File: config.mk
export PLATFORM = sky130hd
export DESIGN_NAME = axi_xbar
export DESIGN_NICKNAME = d
export VERILOG_FILES = /design/src/common/axi_xbar_pkg.sv /design/src/source/axi_xbar.sv /design/src/source/slave_decoder.sv /design/src/source/master_mux.sv /design/src/arbiter/rr_arbiter.sv
export SDC_FILE = /design/constraint.sdc
export NUM_CORES = 1
export LEC_CHECK = 0
export ABC_AREA = 1
export BUFFER_PORTS_ARGS = -buffer_cell sky130_fd_sc_hd__buf_2
export CAP_MARGIN = 20
export CORE_AREA = 2 2 229 231
export DETAILED_ROUTE_END_ITERATION = 8
export DIE_AREA = 0 0 231 233
export GPL_TIMING_DRIVEN = 0
export PLACE_DENSITY = 0.36
export SLEW_MARGIN = 20
export SYNTH_ARGS = -nofsm -noshare
export SYNTH_HDL_FRONTEND = slang
export SYNTH_SLANG_ARGS = --single-unit
export TNS_END_PERCENT = 5
File: constraint.sdc
create_clock -name ACLK -period 2 [get_ports ACLK]
set_input_delay 0.1 -clock ACLK [delete_from_list [all_inputs] [get_ports ACLK]]
set_output_delay 0.1 -clock ACLK [all_outputs]
set_load 0.005 [all_outputs]
File: src/common/axi_xbar_pkg.sv
`default_nettype none

package axi_xbar_pkg;

	// ====================
	// Bus geometry
	// ====================
	localparam int ADDR_W = 32;
	localparam int DATA_W = 32;
	// One strobe bit per data byte
	localparam int STRB_W = DATA_W / 8;

	// Two masters share the bus toward two slaves
	localparam int NUM_M = 2;
	localparam int NUM_S = 2;

	// ====================
	// Responses and address map
	// ====================
	typedef logic [1:0] resp_t;

	localparam resp_t RESP_OKAY = 2'b00;
	localparam resp_t RESP_DECERR = 2'b11;

	// Upper address half selects the slave
	localparam logic [15:0] REGION_S0 = 16'h0000;
	localparam logic [15:0] REGION_S1 = 16'h0001;

	// Same word as a bus address or as region plus offset
	typedef union packed {
		logic [ADDR_W-1:0] raw;
		struct packed {
			logic [15:0] region;
			logic [15:0] offset;
		} fields;
	} axi_addr_u;

endpackage

`default_nettype wire
File: src/source/axi_xbar.sv
`timescale 1ns/1ps
`default_nettype none

module axi_xbar (
	input logic ACLK,
	input logic ARESETn,
	// ====================
	// Master ports
	// ====================
	input logic [axi_xbar_pkg::NUM_M-1:0][axi_xbar_pkg::ADDR_W-1:0] m_awaddr,
	input logic [axi_xbar_pkg::NUM_M-1:0] m_awvalid,
	output logic [axi_xbar_pkg::NUM_M-1:0] m_awready,
	input logic [axi_xbar_pkg::NUM_M-1:0][axi_xbar_pkg::DATA_W-1:0] m_wdata,
	input logic [axi_xbar_pkg::NUM_M-1:0][axi_xbar_pkg::STRB_W-1:0] m_wstrb,
	input logic [axi_xbar_pkg::NUM_M-1:0] m_wvalid,
	output logic [axi_xbar_pkg::NUM_M-1:0] m_wready,
	output axi_xbar_pkg::resp_t [axi_xbar_pkg::NUM_M-1:0] m_bresp,
	output logic [axi_xbar_pkg::NUM_M-1:0] m_bvalid,
	input logic [axi_xbar_pkg::NUM_M-1:0] m_bready,
	input logic [axi_xbar_pkg::NUM_M-1:0][axi_xbar_pkg::ADDR_W-1:0] m_araddr,
	input logic [axi_xbar_pkg::NUM_M-1:0] m_arvalid,
	output logic [axi_xbar_pkg::NUM_M-1:0] m_arready,
	output logic [axi_xbar_pkg::NUM_M-1:0][axi_xbar_pkg::DATA_W-1:0] m_rdata,
	output axi_xbar_pkg::resp_t [axi_xbar_pkg::NUM_M-1:0] m_rresp,
	output logic [axi_xbar_pkg::NUM_M-1:0] m_rvalid,
	input logic [axi_xbar_pkg::NUM_M-1:0] m_rready,
	// ====================
	// Slave ports
	// ====================
	output logic [axi_xbar_pkg::NUM_S-1:0][axi_xbar_pkg::ADDR_W-1:0] s_awaddr,
	output logic [axi_xbar_pkg::NUM_S-1:0] s_awvalid,
	input logic [axi_xbar_pkg::NUM_S-1:0] s_awready,
	output logic [axi_xbar_pkg::NUM_S-1:0][axi_xbar_pkg::DATA_W-1:0] s_wdata,
	output logic [axi_xbar_pkg::NUM_S-1:0][axi_xbar_pkg::STRB_W-1:0] s_wstrb,
	output logic [axi_xbar_pkg::NUM_S-1:0] s_wvalid,
	input logic [axi_xbar_pkg::NUM_S-1:0] s_wready,
	input axi_xbar_pkg::resp_t [axi_xbar_pkg::NUM_S-1:0] s_bresp,
	input logic [axi_xbar_pkg::NUM_S-1:0] s_bvalid,
	output logic [axi_xbar_pkg::NUM_S-1:0] s_bready,
	output logic [axi_xbar_pkg::NUM_S-1:0][axi_xbar_pkg::ADDR_W-1:0] s_araddr,
	output logic [axi_xbar_pkg::NUM_S-1:0] s_arvalid,
	input logic [axi_xbar_pkg::NUM_S-1:0] s_arready,
	input logic [axi_xbar_pkg::NUM_S-1:0][axi_xbar_pkg::DATA_W-1:0] s_rdata,
	input axi_xbar_pkg::resp_t [axi_xbar_pkg::NUM_S-1:0] s_rresp,
	input logic [axi_xbar_pkg::NUM_S-1:0] s_rvalid,
	output logic [axi_xbar_pkg::NUM_S-1:0] s_rready
);

	// Grant state
	logic owner;
	logic busy;
	logic is_write;

	// Shared bus, mux side to decoder side
	logic [axi_xbar_pkg::ADDR_W-1:0] bus_awaddr;
	logic bus_awvalid;
	logic [axi_xbar_pkg::DATA_W-1:0] bus_wdata;
	logic [axi_xbar_pkg::STRB_W-1:0] bus_wstrb;
	logic bus_wvalid;
	logic bus_bready;
	logic [axi_xbar_pkg::ADDR_W-1:0] bus_araddr;
	logic bus_arvalid;
	logic bus_rready;

	// Shared bus, decoder side back to mux
	logic bus_awready;
	logic bus_wready;
	axi_xbar_pkg::resp_t bus_bresp;
	logic bus_bvalid;
	logic bus_arready;
	logic [axi_xbar_pkg::DATA_W-1:0] bus_rdata;
	axi_xbar_pkg::resp_t bus_rresp;
	logic bus_rvalid;

	// Port names match the wires above
	rr_arbiter u_arbiter (.*);

	master_mux u_master_mux (.*);

	slave_decoder u_slave_decoder (.*);

endmodule

`default_nettype wire

File: src/source/slave_decoder.sv
`timescale 1ns/1ps
`default_nettype none

module slave_decoder (
	input logic ACLK,
	input logic ARESETn,
	// Shared bus requests
	input logic [axi_xbar_pkg::ADDR_W-1:0] bus_awaddr,
	input logic bus_awvalid,
	input logic [axi_xbar_pkg::DATA_W-1:0] bus_wdata,
	input logic [axi_xbar_pkg::STRB_W-1:0] bus_wstrb,
	input logic bus_wvalid,
	input logic bus_bready,
	input logic [axi_xbar_pkg::ADDR_W-1:0] bus_araddr,
	input logic bus_arvalid,
	input logic bus_rready,
	// Slave returns
	input logic [axi_xbar_pkg::NUM_S-1:0] s_awready,
	input logic [axi_xbar_pkg::NUM_S-1:0] s_wready,
	input axi_xbar_pkg::resp_t [axi_xbar_pkg::NUM_S-1:0] s_bresp,
	input logic [axi_xbar_pkg::NUM_S-1:0] s_bvalid,
	input logic [axi_xbar_pkg::NUM_S-1:0] s_arready,
	input logic [axi_xbar_pkg::NUM_S-1:0][axi_xbar_pkg::DATA_W-1:0] s_rdata,
	input axi_xbar_pkg::resp_t [axi_xbar_pkg::NUM_S-1:0] s_rresp,
	input logic [axi_xbar_pkg::NUM_S-1:0] s_rvalid,
	// Slave requests
	output logic [axi_xbar_pkg::NUM_S-1:0][axi_xbar_pkg::ADDR_W-1:0] s_awaddr,
	output logic [axi_xbar_pkg::NUM_S-1:0] s_awvalid,
	output logic [axi_xbar_pkg::NUM_S-1:0][axi_xbar_pkg::DATA_W-1:0] s_wdata,
	output logic [axi_xbar_pkg::NUM_S-1:0][axi_xbar_pkg::STRB_W-1:0] s_wstrb,
	output logic [axi_xbar_pkg::NUM_S-1:0] s_wvalid,
	output logic [axi_xbar_pkg::NUM_S-1:0] s_bready,
	output logic [axi_xbar_pkg::NUM_S-1:0][axi_xbar_pkg::ADDR_W-1:0] s_araddr,
	output logic [axi_xbar_pkg::NUM_S-1:0] s_arvalid,
	output logic [axi_xbar_pkg::NUM_S-1:0] s_rready,
	// Shared bus returns
	output logic bus_awready,
	output logic bus_wready,
	output axi_xbar_pkg::resp_t bus_bresp,
	output logic bus_bvalid,
	output logic bus_arready,
	output logic [axi_xbar_pkg::DATA_W-1:0] bus_rdata,
	output axi_xbar_pkg::resp_t bus_rresp,
	output logic bus_rvalid
);

	// One-hot slave select, all zero when unmapped
	logic [axi_xbar_pkg::NUM_S-1:0] aw_dec;
	logic [axi_xbar_pkg::NUM_S-1:0] ar_dec;
	logic [axi_xbar_pkg::NUM_S-1:0] wr_sel;
	logic [axi_xbar_pkg::NUM_S-1:0] rd_sel;
	// Target held after the address handshake
	logic [axi_xbar_pkg::NUM_S-1:0] wr_tgt;
	logic [axi_xbar_pkg::NUM_S-1:0] rd_tgt;
	logic aw_done;
	logic w_done;
	logic ar_done;
	// Locally generated error responses
	logic dec_bvalid;
	logic dec_rvalid;
	logic aw_hs;
	logic w_hs;
	logic b_hs;
	logic ar_hs;
	logic r_hs;

	// Region field picks the slave
	function automatic logic [axi_xbar_pkg::NUM_S-1:0] region_dec(
		input logic [axi_xbar_pkg::ADDR_W-1:0] addr
	);
		axi_xbar_pkg::axi_addr_u view;
		logic [axi_xbar_pkg::NUM_S-1:0] sel;

		view.raw = addr;
		sel = '0;
		if (view.fields.region == axi_xbar_pkg::REGION_S0)
			sel[0] = 1'b1;
		else if (view.fields.region == axi_xbar_pkg::REGION_S1)
			sel[1] = 1'b1;
		return sel;
	endfunction

	assign aw_dec = region_dec(bus_awaddr);
	assign ar_dec = region_dec(bus_araddr);

	// Live decode until the address is taken, then the latch
	assign wr_sel = aw_done ? wr_tgt : aw_dec;
	assign rd_sel = ar_done ? rd_tgt : ar_dec;

	assign aw_hs = bus_awvalid & bus_awready;
	assign w_hs = bus_wvalid & bus_wready;
	assign b_hs = bus_bvalid & bus_bready;
	assign ar_hs = bus_arvalid & bus_arready;
	assign r_hs = bus_rvalid & bus_rready;

	// ====================
	// Steering to slaves
	// ====================
	for (genvar i = 0; i < axi_xbar_pkg::NUM_S; i++) begin : g_slv
		assign s_awaddr[i] = bus_awaddr;
		assign s_awvalid[i] = bus_awvalid & aw_dec[i];
		assign s_wdata[i] = bus_wdata;
		// Byte merge happens in the slave
		assign s_wstrb[i] = bus_wstrb;
		assign s_wvalid[i] = bus_wvalid & wr_sel[i];
		assign s_bready[i] = bus_bready & wr_sel[i];
		assign s_araddr[i] = bus_araddr;
		assign s_arvalid[i] = bus_arvalid & ar_dec[i];
		assign s_rready[i] = bus_rready & rd_sel[i];
	end

	// Unmapped requests are swallowed here
	assign bus_awready = (aw_dec == '0) | (|(s_awready & aw_dec));
	assign bus_wready = (wr_sel == '0) | (|(s_wready & wr_sel));
	assign bus_arready = (ar_dec == '0) | (|(s_arready & ar_dec));

	// ====================
	// Response return
	// ====================
	always_comb begin
		bus_bvalid = dec_bvalid;
		bus_bresp = dec_bvalid ? axi_xbar_pkg::RESP_DECERR : axi_xbar_pkg::RESP_OKAY;
		bus_rvalid = dec_rvalid;
		bus_rresp = dec_rvalid ? axi_xbar_pkg::RESP_DECERR : axi_xbar_pkg::RESP_OKAY;
		// Error reads return zero data
		bus_rdata = '0;
		for (int i = 0; i < axi_xbar_pkg::NUM_S; i++) begin
			if (wr_sel[i]) begin
				bus_bvalid = s_bvalid[i];
				bus_bresp = s_bresp[i];
			end
			if (rd_sel[i]) begin
				bus_rvalid = s_rvalid[i];
				bus_rresp = s_rresp[i];
				bus_rdata = s_rdata[i];
			end
		end
	end

	// Write progress, closed by the B handshake
	always_ff @(posedge ACLK or negedge ARESETn) begin
		if (!ARESETn) begin
			aw_done <= 1'b0;
			w_done <= 1'b0;
			wr_tgt <= '0;
			dec_bvalid <= 1'b0;
		end else if (b_hs) begin
			aw_done <= 1'b0;
			w_done <= 1'b0;
			dec_bvalid <= 1'b0;
		end else begin
			if (aw_hs) begin
				aw_done <= 1'b1;
				wr_tgt <= aw_dec;
			end
			if (w_hs)
				w_done <= 1'b1;
			// Error B once both AW and W are in
			if ((aw_done | aw_hs) & (w_done | w_hs) & (wr_sel == '0))
				dec_bvalid <= 1'b1;
		end
	end

	// Read progress, closed by the R handshake
	always_ff @(posedge ACLK or negedge ARESETn) begin
		if (!ARESETn) begin
			ar_done <= 1'b0;
			rd_tgt <= '0;
			dec_rvalid <= 1'b0;
		end else if (r_hs) begin
			ar_done <= 1'b0;
			dec_rvalid <= 1'b0;
		end else if (ar_hs) begin
			ar_done <= 1'b1;
			rd_tgt <= ar_dec;
			dec_rvalid <= (ar_dec == '0);
		end
	end

endmodule

`default_nettype wire

File: src/source/master_mux.sv
`timescale 1ns/1ps
`default_nettype none

module master_mux (
	// Grant from the arbiter
	input logic owner,
	input logic busy,
	input logic is_write,
	// Master request channels
	input logic [axi_xbar_pkg::NUM_M-1:0][axi_xbar_pkg::ADDR_W-1:0] m_awaddr,
	input logic [axi_xbar_pkg::NUM_M-1:0] m_awvalid,
	input logic [axi_xbar_pkg::NUM_M-1:0][axi_xbar_pkg::DATA_W-1:0] m_wdata,
	input logic [axi_xbar_pkg::NUM_M-1:0][axi_xbar_pkg::STRB_W-1:0] m_wstrb,
	input logic [axi_xbar_pkg::NUM_M-1:0] m_wvalid,
	input logic [axi_xbar_pkg::NUM_M-1:0] m_bready,
	input logic [axi_xbar_pkg::NUM_M-1:0][axi_xbar_pkg::ADDR_W-1:0] m_araddr,
	input logic [axi_xbar_pkg::NUM_M-1:0] m_arvalid,
	input logic [axi_xbar_pkg::NUM_M-1:0] m_rready,
	// Returns toward the masters
	output logic [axi_xbar_pkg::NUM_M-1:0] m_awready,
	output logic [axi_xbar_pkg::NUM_M-1:0] m_wready,
	output axi_xbar_pkg::resp_t [axi_xbar_pkg::NUM_M-1:0] m_bresp,
	output logic [axi_xbar_pkg::NUM_M-1:0] m_bvalid,
	output logic [axi_xbar_pkg::NUM_M-1:0] m_arready,
	output logic [axi_xbar_pkg::NUM_M-1:0][axi_xbar_pkg::DATA_W-1:0] m_rdata,
	output axi_xbar_pkg::resp_t [axi_xbar_pkg::NUM_M-1:0] m_rresp,
	output logic [axi_xbar_pkg::NUM_M-1:0] m_rvalid,
	// Shared bus requests
	output logic [axi_xbar_pkg::ADDR_W-1:0] bus_awaddr,
	output logic bus_awvalid,
	output logic [axi_xbar_pkg::DATA_W-1:0] bus_wdata,
	output logic [axi_xbar_pkg::STRB_W-1:0] bus_wstrb,
	output logic bus_wvalid,
	output logic bus_bready,
	output logic [axi_xbar_pkg::ADDR_W-1:0] bus_araddr,
	output logic bus_arvalid,
	output logic bus_rready,
	// Shared bus returns
	input logic bus_awready,
	input logic bus_wready,
	input axi_xbar_pkg::resp_t bus_bresp,
	input logic bus_bvalid,
	input logic bus_arready,
	input logic [axi_xbar_pkg::DATA_W-1:0] bus_rdata,
	input axi_xbar_pkg::resp_t bus_rresp,
	input logic bus_rvalid
);

	// Which half of the owner's channels is live
	logic wr_sel;
	logic rd_sel;

	assign wr_sel = busy & is_write;
	assign rd_sel = busy & ~is_write;

	// ====================
	// Owner onto the bus
	// ====================
	assign bus_awaddr = m_awaddr[owner];
	assign bus_awvalid = wr_sel & m_awvalid[owner];
	assign bus_wdata = m_wdata[owner];
	assign bus_wstrb = m_wstrb[owner];
	assign bus_wvalid = wr_sel & m_wvalid[owner];
	assign bus_bready = wr_sel & m_bready[owner];
	// Read side only when no write was granted
	assign bus_araddr = m_araddr[owner];
	assign bus_arvalid = rd_sel & m_arvalid[owner];
	assign bus_rready = rd_sel & m_rready[owner];

	// ====================
	// Bus back to the owner
	// ====================
	for (genvar i = 0; i < axi_xbar_pkg::NUM_M; i++) begin : g_ret
		logic mine;

		assign mine = (owner == 1'(i));
		// Handshake bits reach the owner only
		assign m_awready[i] = wr_sel & mine & bus_awready;
		assign m_wready[i] = wr_sel & mine & bus_wready;
		assign m_bvalid[i] = wr_sel & mine & bus_bvalid;
		assign m_arready[i] = rd_sel & mine & bus_arready;
		assign m_rvalid[i] = rd_sel & mine & bus_rvalid;
		// Payload is shared, valid qualifies it
		assign m_bresp[i] = bus_bresp;
		assign m_rdata[i] = bus_rdata;
		assign m_rresp[i] = bus_rresp;
	end

endmodule

`default_nettype wire

File: src/arbiter/rr_arbiter.sv
`timescale 1ns/1ps
`default_nettype none

module rr_arbiter (
	input logic ACLK,
	input logic ARESETn,
	// Raw master requests
	input logic [axi_xbar_pkg::NUM_M-1:0] m_awvalid,
	input logic [axi_xbar_pkg::NUM_M-1:0] m_arvalid,
	// Response handshakes on the shared bus
	input logic bus_bvalid,
	input logic bus_bready,
	input logic bus_rvalid,
	input logic bus_rready,
	// Registered grant state
	output logic owner,
	output logic busy,
	output logic is_write
);

	logic [axi_xbar_pkg::NUM_M-1:0] req;
	// Master with first claim on the next grant
	logic ptr;
	logic pick;
	logic done;

	// Either address channel asks for the bus
	assign req = m_awvalid | m_arvalid;

	// Pointer master if it asks, else the other one
	assign pick = req[ptr] ? ptr : ~ptr;

	// Closing handshake of the kind that was granted
	assign done = is_write ? (bus_bvalid & bus_bready) : (bus_rvalid & bus_rready);

	// ====================
	// Ownership FSM
	// ====================
	always_ff @(posedge ACLK or negedge ARESETn) begin
		if (!ARESETn) begin
			busy <= 1'b0;
			owner <= 1'b0;
			is_write <= 1'b0;
			ptr <= 1'b0;
		end else if (busy) begin
			// Hold until the response is taken
			if (done) begin
				busy <= 1'b0;
				// Next round starts past the owner
				ptr <= ~owner;
			end
		end else if (|req) begin
			busy <= 1'b1;
			owner <= pick;
			// Write beats a read from the same master
			is_write <= m_awvalid[pick];
		end
	end

endmodule

`default_nettype wire

# Word level (Yosys, flattened, before mapping)
# Index checks and enable logic that the tools add are counted.
dict set report totals {
  ff_bits 13
  output_inout_bits 292
}
dict set report classes {
  n_eq_ne 2
  n_lt_le_gt_ge 3
  bitwise 53
  reduce_logical 17
  muxes 57
}
# operator n
set ops {}
lappend ops {{32-bit two-way mux} 8}
lappend ops {{1-bit two-way mux} 39}
lappend ops {{1-bit bitwise AND} 38}
lappend ops {{16-bit by 1-bit == test with 1-bit output, second input constant} 2}
lappend ops {{16-bit zero test} 2}
lappend ops {{2-bit two-way mux} 8}
lappend ops {{4-bit two-way mux} 2}
lappend ops {{2-bit AND reduction} 4}
lappend ops {{2-bit nonzero test} 4}
lappend ops {{2-bit OR reduction} 4}
lappend ops {{2-bit bitwise AND} 3}
lappend ops {{2-bit zero test} 3}
lappend ops {{1-bit by 2-bit less-than comparator with 1-bit output, second input constant} 3}
lappend ops {{1-bit inverter} 6}
lappend ops {{1-bit OR} 5}
lappend ops {{2-bit OR} 1}

# Logic depth before layout (Yosys ltp)
# Gate-level depths: netlist of run 1.
dict set report logic_depth {
  word_depth 15
  depth_mapped 18
  depth_no_buf 15
}

# Cells and area by module
# Synthesis of run 1 repeated with hierarchy kept, for this count alone.
dict set report hier_totals {
  cells_unflattened 923
  hier_area_um2 5038.6
}
# mod cells_each seq_area_each_um2 n_inst area_per_inst_um2
set modules_own_cells {}
lappend modules_own_cells {slave_decoder 459 225.2 1 2830.2}
lappend modules_own_cells {master_mux 434 0.0 1 1976.9}
lappend modules_own_cells {rr_arbiter 30 100.1 1 231.5}

# Worst setup path after synthesis of run 1
# No wires, ideal clock.
dict set report synth_timing {
  path_type {reg-to-output}
  start {register u_arbiter.owner}
  end {output m_rdata[34] (netlist bit)}
  arrival_time_ns 1.961
  setup_slack_ns -0.061
  path_buffers 6
  stages_incl_launch_ff 15
  cell_sequence {dfrtp_1 buf_6 buf_6 buf_6 o21ai_1 nand4_1 nor2_2 nand3_1 nand2_2 inv_2 buf_6 buf_6 nand3_1 nand2_1 buf_4}
}
# item line
set synth_lines {}
lappend synth_lines {{from (decl)} rr_arbiter.sv:16} ;# output logic owner,
lappend synth_lines {{from (signal assigned)} rr_arbiter.sv:54} ;# owner <= pick;
lappend synth_lines {{to (decl)} axi_xbar.sv:23} ;# output logic [axi_xbar_pkg::NUM_M-1:0][axi_xbar_pkg::DATA_W-1:0] m_rdata,

==> results.txt, run 1 <==
status - complete, but fails checks
failing checks - negative setup slack
RSZ-0062 raised after global routing - yes
CTS HTree Levels - 1
final antenna-violating net count - 0
power density over the cells - 899 nW/um^2
Avg WL per Cell - 14.4 um
Final min period - 2.76 ns
post-synthesis sequential area ratio - 7.92%
layout cells sized above 1 - 71.1%
clock net sink count - 13
Core ar. - 51100 sq um
Root Driver - clkbuf_16
fmax - 362 MHz
Yosys reg bits - 13
Synth warnings - 0
first-pass GRT wire length - 40100 um
Min Hold Slack - 0.169 ns
slowest stage delay, CP - 0.39 ns
critical-path maximum fanout - 8
max cap viols - 0
Max Slew Vio Count - 0
Rel. slew slack - 73.1%
gp weighted congestion - 0.864
Slew @ Worst Pin - 0.404 ns
post-DP HPWL - 25700 um
final worst-path cycle share - 138%
PortBufs - 585
total power - 8.54 mW
vias in the first global route - 6672
Buf/Inv on CP - 8
post-route clock skew - 0.00696 ns
total gr overflow - 0
largest net degree at the start of global routing - 14
Initial Util - 8.03%
NumNets Final - 1681
die area - 53800 sq um
cell count after synthesis - 771
die height - 233 um
CTS Buf Count - 3
element type at the critical path end - output port
Diodes inserted - 0
total routed wirelength - 29800 um
maximum vdd drop - 0.366 mV
CP cell instances - buf_12 > buf_8 > buf_4 > o21ai_0 > nand4_1 > nor2_4 > nand3_2 > nand2_4 > inv_4 > buf_12 > clkbuf_16 > nand3_2 > nand2_2 > buf_4 > buf_2
CTS tree - done
Iteration-0 DRC Markers - 138
Yosys cell types - 32
Chip Width - 231 um
Setup CP Type - flip-flop to output port
Mapped Nets - 1065
Final Hold Fails - 0
clk buf depth - 2
via count - 6871
Crit path required time - 1.90 ns
row count - 83
initial antenna violation count - 1
synthesized cell area - 4110 sq um
Avg Vias per Cell - 3.33
crit path launch type - flip-flop
Ports - 586
Final WS setup - -0.763 ns
Mean Syn Cell Area - 5.32 sq um
slowest CP cell - dfrtp_1
Tot GR Track Use - 9.96%
Worst-path clk slew - 0.06 ns
most frequent cells in the layout - buf_2, nand2_1, buf_4, nand2_2, inv_1
most common cell after layout, fill and taps aside - buf_2
Finish-stage setup viols - 111
Hold WC Path Type - input port to flip-flop
leakage dissipation - 5.54 nW
CP arrival - 2.66 ns
residual DRC count - 0
CP delay by family, top - buffers and inverters
clock latency on the worst-skew pair - 0.25 ns
Area Overhead vs Synth - 131%
First-pass DRT Iterations - 4
sequential cells by signal, summed over array words and instances (netlist names):
register / count
u_slave_decoder.rd_tgt: 2
u_slave_decoder.wr_tgt: 2
u_arbiter.busy: 1
u_arbiter.is_write: 1
u_arbiter.owner: 1
u_arbiter.ptr: 1
u_slave_decoder.ar_done: 1
u_slave_decoder.aw_done: 1
u_slave_decoder.dec_bvalid: 1
u_slave_decoder.dec_rvalid: 1
u_slave_decoder.w_done: 1
cells by family after synthesis:
logic type / Yosys count / share of synthesized area [%]
AND/OR/NAND/NOR: 501 / 51.9
buffers and inverters: 222 / 35.2
AO/OA/AOI/OAI: 35 / 5.00
flip-flops: 13 / 7.92
metrics by stage:
stage / utilization (%) / setup WS (ns) / TNS, ns / std cells / instance area, sq um
after global placement: 15.5 / -0.922 / -82.55 / 2036 / 7910
after CTS: 17.2 / -0.848 / -71.35 / 2059 / 8800
after global routing: 18.6 / -0.908 / -78.39 / 2066 / 9500
after detailed placement: 15.5 / -0.968 / -86.39 / 2036 / 7910
final: 18.6 / -0.763 / -60.29 / 2066 / 9500
after floorplan: - / -0.0408 / -1.18 / 771 / 4130
what timing repair did:
item | 4_1_cts | 5_1_grt
resized for setup | 152 | 171
hold buffers | 1 | 0
endpoints found under the hold margin | 13 | 0
endpoints found under the setup margin | 239 | 224
pin swaps | 27 | 39
cloned | 3 | 3
buffers inserted | 15 | 4
synth_stat cells:
library cell,number,area (sq um)
nand3_1,44,220
a31oi_1,3,18.8
nor3_1,1,5.00
nor2_1,42,158
inv_1,52,195
or2_4,1,8.76
o21ai_1,15,75.1
clkbuf_1,13,48.8
a22o_1,1,8.76
inv_4,1,6.26
nor2_2,7,43.8
or2_2,2,12.5
a21oi_1,3,15.0
buf_2,7,35.0
o22ai_1,1,6.26
buf_8,1,15.0
nand3_4,2,35.0
o22ai_2,1,12.5
buf_4,137,1030
a22oi_1,4,30.0
o21ai_0,6,30.0
nor2_4,1,11.3
nand3b_1,1,7.51
nand2_1,368,1380
buf_6,10,113
nand2_2,18,113
nand2_4,7,78.8
nand4_1,4,25.0
inv_2,1,3.75
nand3_2,3,30.0
dfrtp_1,13,325
a21oi_2,1,8.76
tightest hold or removal path, stage by stage:
cell and delay [ns]:
buf_2 0.14, nand2_1 0.07, a31oi_1 0.07
final cells by class:
class / count / area [sq um]
Fill cell: 5901 / 41600
Timing Repair Buffer: 611 / 3400
Multi-Input combinational cell: 536 / 3070
Buffer: 168 / 1560
Tap cell: 680 / 851
Sequential cell: 13 / 325
Inverter: 54 / 208
Clock buffer: 3 / 75.1
Clock inverter: 1 / 5.00
metal layers:
metal / wire length [um] / track usage [%] / up-vias
li1: - / - / 3442
met1: 11500 / 11.5 / 3050
met2: 15500 / 18.8 / 353
met3: 2020 / 1.50 / 26
met4: 789 / 2.72 / 0
met5: 0 / 0 / -
worst paths after layout:
path / from / end / slack (ns) / depth (start not counted)
worst max-delay path: u_arbiter.owner / m_rdata[57] / -0.76 / 15
worst min-delay path: m_awvalid[1] / u_arbiter.is_write / 0.17 / 3
worst max register to register: u_arbiter.owner / u_slave_decoder.rd_tgt[0] / -0.47 / 15
worst min register to register: u_slave_decoder.rd_tgt[1] / u_slave_decoder.rd_tgt[1] / 0.47 / 2
max in group asynchronous: ARESETn / u_arbiter.owner / 1.37 / 2
min in group asynchronous: ARESETn / u_slave_decoder.wr_tgt[1] / 0.33 / 2
power by group:
part	total, mW	internal (mW)	switching [mW]	leakage (nW)
sequential	0.422	0.355	0.0677	0.158
clock	0.415	0.268	0.147	0.0409
combinational	7.70	3.76	3.94	5.34
total	8.54	4.38	4.15	5.54
(Power assumes the default switching activity.)
==> run 2: changes to the inputs <==
--- a/config.mk
+++ b/config.mk
@@ -13,6 +13,7 @@
 export DIE_AREA = 0 0 231 233
 export GPL_TIMING_DRIVEN = 0
 export PLACE_DENSITY = 0.36
+export SKIP_CTS_REPAIR_TIMING = 1
 export SLEW_MARGIN = 20
 export SYNTH_ARGS = -nofsm -noshare
 export SYNTH_HDL_FRONTEND = slang
==> run 2 against run 1 <==
The flow still finishes with violations (negative setup slack). Sequential power decreased by 2%. Register-to-register slack about the same. Power decreased by 7.2%. Clock power about the same. Sequential share of layout area increased by 0.40 points. Largest cell class unchanged.
==> results.txt, run 2 (synthesis gave the netlist of run 1 again) <==
status - complete, but fails checks (unchanged)
failing checks - negative setup slack (unchanged)
maximum vdd drop - 0.383 mV (was 0.366 mV)
die height - 233 um (unchanged)
CTS HTree Levels - 1 (unchanged)
launch point of the worst path - u_arbiter.owner (unchanged)
die area - 53800 sq um (unchanged)
First-pass DRT Iterations - 4 (unchanged)
CP cell instances - buf_12 > inv_4 > buf_12 > nand2_1 > nand2_2 > nor2_2 > nand3_1 > nor2_2 > nand3_2 > nand2_4 > inv_4 > buf_8 > buf_6 > nor2_2 > a31oi_4 > buf_4 > buf_2 (was buf_12 > buf_8 > buf_4 > o21ai_0 > nand4_1 > nor2_4 > nand3_2 > nand2_4 > inv_4 > buf_12 > clkbuf_16 > nand3_2 > nand2_2 > buf_4 > buf_2)
Avg WL per Cell - 13.9 um (was 14.4 um)
post-route clock skew - 0.00627 ns (was 0.00696 ns)
crit path launch type - flip-flop (unchanged)
Slew @ Worst Pin - 0.562 ns (was 0.404 ns)
r2r startpoint - u_arbiter.owner (unchanged)
final antenna-violating net count - 0 (unchanged)
Tot GR Track Use - 9.70% (was 9.96%)
Largest regs - u_slave_decoder.rd_tgt (2), u_slave_decoder.wr_tgt (2) (unchanged)
Initial Util - 8.03% (unchanged)
CTS tree - done (unchanged)
Hold WC Path Type - input port to flip-flop (unchanged)
post-DP HPWL - 25700 um (unchanged)
CP delay by family, top - simple AND/OR/NAND/NOR gates (was buffers and inverters)
fmax - 359 MHz (was 362 MHz)
Worst path most repeated cell - nor2_2
residual DRC count - 0 (unchanged)
total power - 7.92 mW (was 8.54 mW)
slowest CP cell - dfrtp_1 (unchanged)
Root Driver - clkbuf_16 (unchanged)
Worst-path clk slew - 0.06 ns (about the same)
Buf/Inv on CP - 8 (unchanged)
critical-path maximum fanout - 10 (was 8)
final worst-path cycle share - 139% (was 138%)
vias in the first global route - 6471 (was 6672)
Max Slew Vio Count - 0 (unchanged)
NumNets Final - 1669 (was 1681)
FF-to-FF End - u_slave_decoder.rd_tgt[0] (unchanged)
switching pwr - 3.91 mW (was 4.15 mW)
Finish-stage setup viols - 151 (was 111)
clock net sink count - 13 (unchanged)
Crit path required time - 1.90 ns (about the same)
total routed wirelength - 28600 um (was 29800 um)
row count - 83 (unchanged)
Area Overhead vs Synth - 107% (was 131%)
number of stages on the worst setup path - 17 (was 15)
Sw Ratio - 49.4% (was 48.7%)
internal power - 4.01 mW (was 4.38 mW)
clock latency on the worst-skew pair - 0.25 ns (about the same)
R2R Setup Slk - -0.48 ns (was -0.47 ns)
PortBufs - 585 (unchanged)
FF-to-FF path depth - 15 (unchanged)
Ports - 586 (unchanged)
Iteration-0 DRC Markers - 167 (was 138)
via count - 6719 (was 6871)
Comb power frac - 89.5% (was 90.2%)
first-pass GRT wire length - 39000 um (was 40100 um)
layout cells sized above 1 - 62.9% (was 71.1%)
Avg Vias per Cell - 3.27 (was 3.33)
most frequent cells in the layout - buf_2, nand2_1, buf_4, inv_1, nand2_2 (was buf_2, nand2_1, buf_4, nand2_2, inv_1)
max cap viols - 0 (unchanged)
# fillers - 5975 (was 5901)
CP arrival - 2.68 ns (was 2.66 ns)
gp weighted congestion - 0.864 (unchanged)
element type at the critical path end - output port (unchanged)
clock power share - 5.2% (was 4.9%)
final core utilization - 16.6% (was 18.6%)
Final min period - 2.78 ns (was 2.76 ns)
RSZ-0062 raised after global routing - yes (unchanged)
initial antenna violation count - 1 (unchanged)
CTS Buf Count - 3 (unchanged)
largest net degree at the start of global routing - 14 (unchanged)
Core ar. - 51100 sq um (unchanged)
Final Hold Fails - 0 (unchanged)
setup TNS - -66.60 ns (was -60.29 ns)
Diodes inserted - 0 (unchanged)
Setup CP Type - flip-flop to output port (unchanged)
Chip Width - 231 um (unchanged)
Final WS setup - -0.783 ns (was -0.763 ns)
most common cell after layout, fill and taps aside - buf_2 (unchanged)
Rel. slew slack - 62.5% (was 73.1%)
total gr overflow - 0 (unchanged)
power density over the cells - 932 nW/um^2 (was 899 nW/um^2)
leakage dissipation - 5.31 nW (was 5.54 nW)
sequential power share - 5.2% (was 4.9%)
CP Capture Point - m_rresp[2] (was m_rdata[57])
clk buf depth - 2 (unchanged)
slowest stage delay, CP - 0.37 ns (was 0.39 ns)
[run 2: cell count changes in the layout (fill, tap and decap cells not counted), moves of 5 or more]
cell and change:
nand2_1 +76, buf_4 +9, nand2_2 -71, buf_6 -29
clkbuf_4 +5, nand3_1 +20, nand3_2 -11, nand3_4 -9
buf_2 +18, buf_8 -5, buf_12 -8
[run 2: cell type report]
class                      instances  area [sq um]  area share [%]
multi-input combinational        536          2600            30.5
buffer                           168          1380            16.3
tap                              680           851            10.0
clock inverter                     1          5.00          0.0588
timing repair buffer             599          3060            36.0
sequential                        13           325            3.82
clock buffer                       3          75.1           0.882
inverter                          54           208            2.44
[run 2: how the worst min path moves through the flow]
stage,to,startpoint,cells after the start
after detailed placement,u_slave_decoder.rd_tgt[1],ARESETn,1
final,u_arbiter.is_write,m_awvalid[1],3
after global routing,u_arbiter.is_write,m_awvalid[1],3
after global placement,u_slave_decoder.rd_tgt[1],ARESETn,1
after CTS,u_slave_decoder.wr_tgt[1],ARESETn,1
after floorplan,u_arbiter.busy,ARESETn,0
[run 2: power groups by stage]
stage	Combinational (mW)	Clock, mW	Sequential, mW
2_1_floorplan	3.64	0	0.399
3_3_place_gp	6.78	0	0.414
3_5_place_dp	6.75	0	0.415
4_1_cts	6.77	0.442	0.412
5_1_grt	7.89	0.454	0.425
6_report	7.10	0.414	0.415
[run 2: per-layer routing]
metal	track usage, %	vias up	wire length, um
li1	-	3421	-
met1	11.2	2933	11100
met2	18.4	345	14900
met3	1.48	20	2030
met4	2.64	0	601
met5	0	-	0
[run 2: worst register-to-register path, stage by stage (launching register included)]
cell and delay [ns]:
dfrtp_1 0.37, buf_12 0.14, inv_4 0.08, buf_12 0.16
nand2_1 0.16, nand2_2 0.11, nor2_2 0.17, nand3_1 0.10
nor2_2 0.17, nand3_2 0.14, nand3_1 0.25, nand3_2 0.17
nand3_4 0.16, nand2_2 0.08, nand2_1 0.07, nand2_1 0.04
[run 2: through the flow]
stage	hold slack (ns)	cells	cell area [sq um]	setup WS, ns
finish	0.169	2054	8510	-0.783
floorplan	-0.196	771	4130	-0.0408
global placement	0.0858	2036	7910	-0.922
global route	0.175	2054	8510	-0.975
detailed placement	0.0792	2036	7910	-0.968
CTS	-0.195	2040	7990	-1.26
==> run 3: changes to the inputs <==
--- a/config.mk
+++ b/config.mk
@@ -8,9 +8,9 @@
 export ABC_AREA = 1
 export BUFFER_PORTS_ARGS = -buffer_cell sky130_fd_sc_hd__buf_2
 export CAP_MARGIN = 20
-export CORE_AREA = 2 2 229 231
+export CORE_AREA = 2 2 228 230
 export DETAILED_ROUTE_END_ITERATION = 8
-export DIE_AREA = 0 0 231 233
+export DIE_AREA = 0 0 230 232
 export GPL_TIMING_DRIVEN = 0
 export PLACE_DENSITY = 0.36
 export SKIP_CTS_REPAIR_TIMING = 1
==> run 3 against run 2 <==
Sequential cell count unchanged. Critical path type unchanged. Clock power about the same. Cell area increased by 2.4%. Via count increased by 1.0%. Critical path depth decreased by 2. Clock skew increased by 0.0033 ns. Highest routed layer is now met5. Critical endpoint is now m_rdata[39]. Utilization increased by 0.47 points. The run still ends with negative setup slack left.
==> results.txt, run 3 (synthesis gave the netlist of run 1 again) <==
final worst-path cycle share - 137% (was 139%)
CTS Buf Count - 3 (unchanged)
R2R Setup Slk - -0.37 ns (was -0.48 ns)
clock latency on the worst-skew pair - 0.26 ns (was 0.25 ns)
total routed wirelength - 30000 um (was 28600 um)
CP arrival - 2.65 ns (was 2.68 ns)
final std cells w/o fill - 2053 (was 2054)
fmax - 364 MHz (was 359 MHz)
via count - 6789 (was 6719)
total power - 8.12 mW (was 7.92 mW)
die area - 53400 sq um (was 53800 sq um)
vias in the first global route - 6527 (was 6471)
post-route cell area - 8710 sq um (was 8510 sq um)
max cap viols - 0 (unchanged)
gp weighted congestion - 0.854 (was 0.864)
slowest CP cell - dfrtp_2 (was dfrtp_1)
placed insts - 2036 (unchanged)
crit path launch type - flip-flop (unchanged)
Largest regs - u_slave_decoder.rd_tgt (2), u_slave_decoder.wr_tgt (2) (unchanged)
First-pass DRT Iterations - 4 (unchanged)
Rel. slew slack - 65.9% (was 62.5%)
clk buf depth - 2 (unchanged)
Initial Util - 8.07% (was 8.03%)
Avg WL per Cell - 14.6 um (was 13.9 um)
RSZ-0062 raised after global routing - yes (unchanged)
Slew @ Worst Pin - 0.511 ns (was 0.562 ns)
leakage dissipation - 5.35 nW (was 5.31 nW)
post-DP HPWL - 26600 um (was 25700 um)
PortBufs - 585 (unchanged)
die height - 232 um (was 233 um)
Chip Width - 230 um (was 231 um)
row count - 83 (unchanged)
power density over the cells - 932 nW/um^2 (about the same)
final antenna-violating net count - 0 (unchanged)
Tot GR Track Use - 10.0% (was 9.70%)
maximum vdd drop - 0.360 mV (was 0.383 mV)
Avg Vias per Cell - 3.31 (was 3.27)
Core ar. - 50900 sq um (was 51100 sq um)
Final Hold Fails - 0 (unchanged)
most common cell after layout, fill and taps aside - buf_2 (unchanged)
CTS tree - done (unchanged)
Max Slew Vio Count - 0 (unchanged)
layout cells sized above 1 - 63.4% (was 62.9%)
Ports - 586 (unchanged)
post-route clock skew - 0.00956 ns (was 0.00627 ns)
CP cell instances - buf_12 > buf_12 > buf_12 > o21ai_4 > nand4_1 > nor2_4 > nand3_2 > nand2_4 > inv_6 > buf_12 > buf_12 > nand3_4 > nand2_4 > buf_6 > buf_6 (was buf_12 > inv_4 > buf_12 > nand2_1 > nand2_2 > nor2_2 > nand3_1 > nor2_2 > nand3_2 > nand2_4 > inv_4 > buf_8 > buf_6 > nor2_2 > a31oi_4 > buf_4 > buf_2)
Placed Area - 7910 sq um (unchanged)
Final WS setup - -0.745 ns (was -0.783 ns)
residual DRC count - 0 (unchanged)
largest net degree at the start of global routing - 14 (unchanged)
CTS HTree Levels - 1 (unchanged)
first-pass GRT wire length - 40100 um (was 39000 um)
Min Hold Slack - 0.173 ns (was 0.169 ns)
total gr overflow - 0 (unchanged)
Area Overhead vs Synth - 112% (was 107%)
status - complete, but fails checks (unchanged)
NumNets Final - 1667 (was 1669)
Setup CP Type - flip-flop to output port (unchanged)
slowest stage delay, CP - 0.42 ns (was 0.37 ns)
Finish-stage setup viols - 185 (was 151)
Crit path required time - 1.90 ns (about the same)
critical-path maximum fanout - 7 (was 10)
Iteration-0 DRC Markers - 186 (was 167)
element type at the critical path end - output port (unchanged)
initial antenna violation count - 4 (was 1)
# fillers - 5963 (was 5975)
Root Driver - clkbuf_16 (unchanged)
Worst path most repeated cell - buf_12 (was nor2_2)
failing checks - negative setup slack (unchanged)
Hold WC Path Type - input port to flip-flop (unchanged)
Worst-path clk slew - 0.06 ns (about the same)
most frequent cells in the layout - buf_2, nand2_1, buf_4, inv_1, nand2_2 (unchanged)
Final min period - 2.75 ns (was 2.78 ns)
clock net sink count - 13 (unchanged)
[run 3: changes by cell type in the layout (fill, tap and decap cells not counted), moves of 4 or more]
| cell | delta |
|---|---|
| o21ai_1 | -5 |
| clkbuf_4 | -4 |
| clkbuf_16 | +5 |
| clkbuf_1 | +4 |
| buf_2 | -5 |
| buf_6 | +5 |
| buf_4 | -8 |
| buf_12 | +4 |
[run 3: through the flow]
stage | setup slack (ns) | setup TNS, ns | utilization, %
final | -0.745 | -71.52 | 17.1
after global routing | -0.889 | -101.03 | 17.1
after CTS | -1.22 | -143.65 | 15.7
after detailed placement | -0.940 | -80.57 | 15.5
after global placement | -0.917 | -78.96 | 15.5
after floorplan | -0.0408 | -1.18 | -
[run 3: routing by layer]
| metal | GRT usage [%] | wire [um] |
|---|---|---|
| met1 | 11.1 | 11300 |
| met2 | 20.1 | 16300 |
| met3 | 1.96 | 2070 |
| met4 | 1.09 | 207 |
| met5 | 0 | 49 |
[run 3: worst paths after layout]
kind                                            from                         end  cells after the start
setup / recovery                     u_arbiter.owner                 m_rdata[39]                     15
hold / removal                          m_awvalid[1]          u_arbiter.is_write                      3
setup reg to reg                     u_arbiter.owner  u_slave_decoder.dec_rvalid                     15
hold reg to reg            u_slave_decoder.rd_tgt[0]   u_slave_decoder.rd_tgt[0]                      2
max in group asynchronous                    ARESETn             u_arbiter.owner                      2
min in group asynchronous                    ARESETn   u_slave_decoder.wr_tgt[1]                      2
[run 3: final cells by class]
class	instances	area [sq um]	area share [%]
Antenna cell	1	2.50	0.0287
Buffer	168	1420	16.3
Clock buffer	3	75.1	0.862
Clock inverter	1	5.00	0.0574
Inverter	54	210	2.41
Multi-Input combinational cell	536	2680	30.8
Sequential cell	13	327	3.75
Tap cell	680	851	9.77
Timing Repair Buffer	597	3140	36.0
[run 3: worst max-delay path: cells and delay by family (launching register included)]
| kind | cells | cell delay (ns) |
|---|---|---|
| simple gates | 6 | 0.78 |
| compound gates | 1 | 0.20 |
| flops | 1 | 0.42 |
| buf+inv | 8 | 0.98 |
[run 3: where the power goes]
group / switching [mW] / internal (mW)
sequential: 0.0632 / 0.356
clock: 0.145 / 0.268
combinational: 3.83 / 3.45
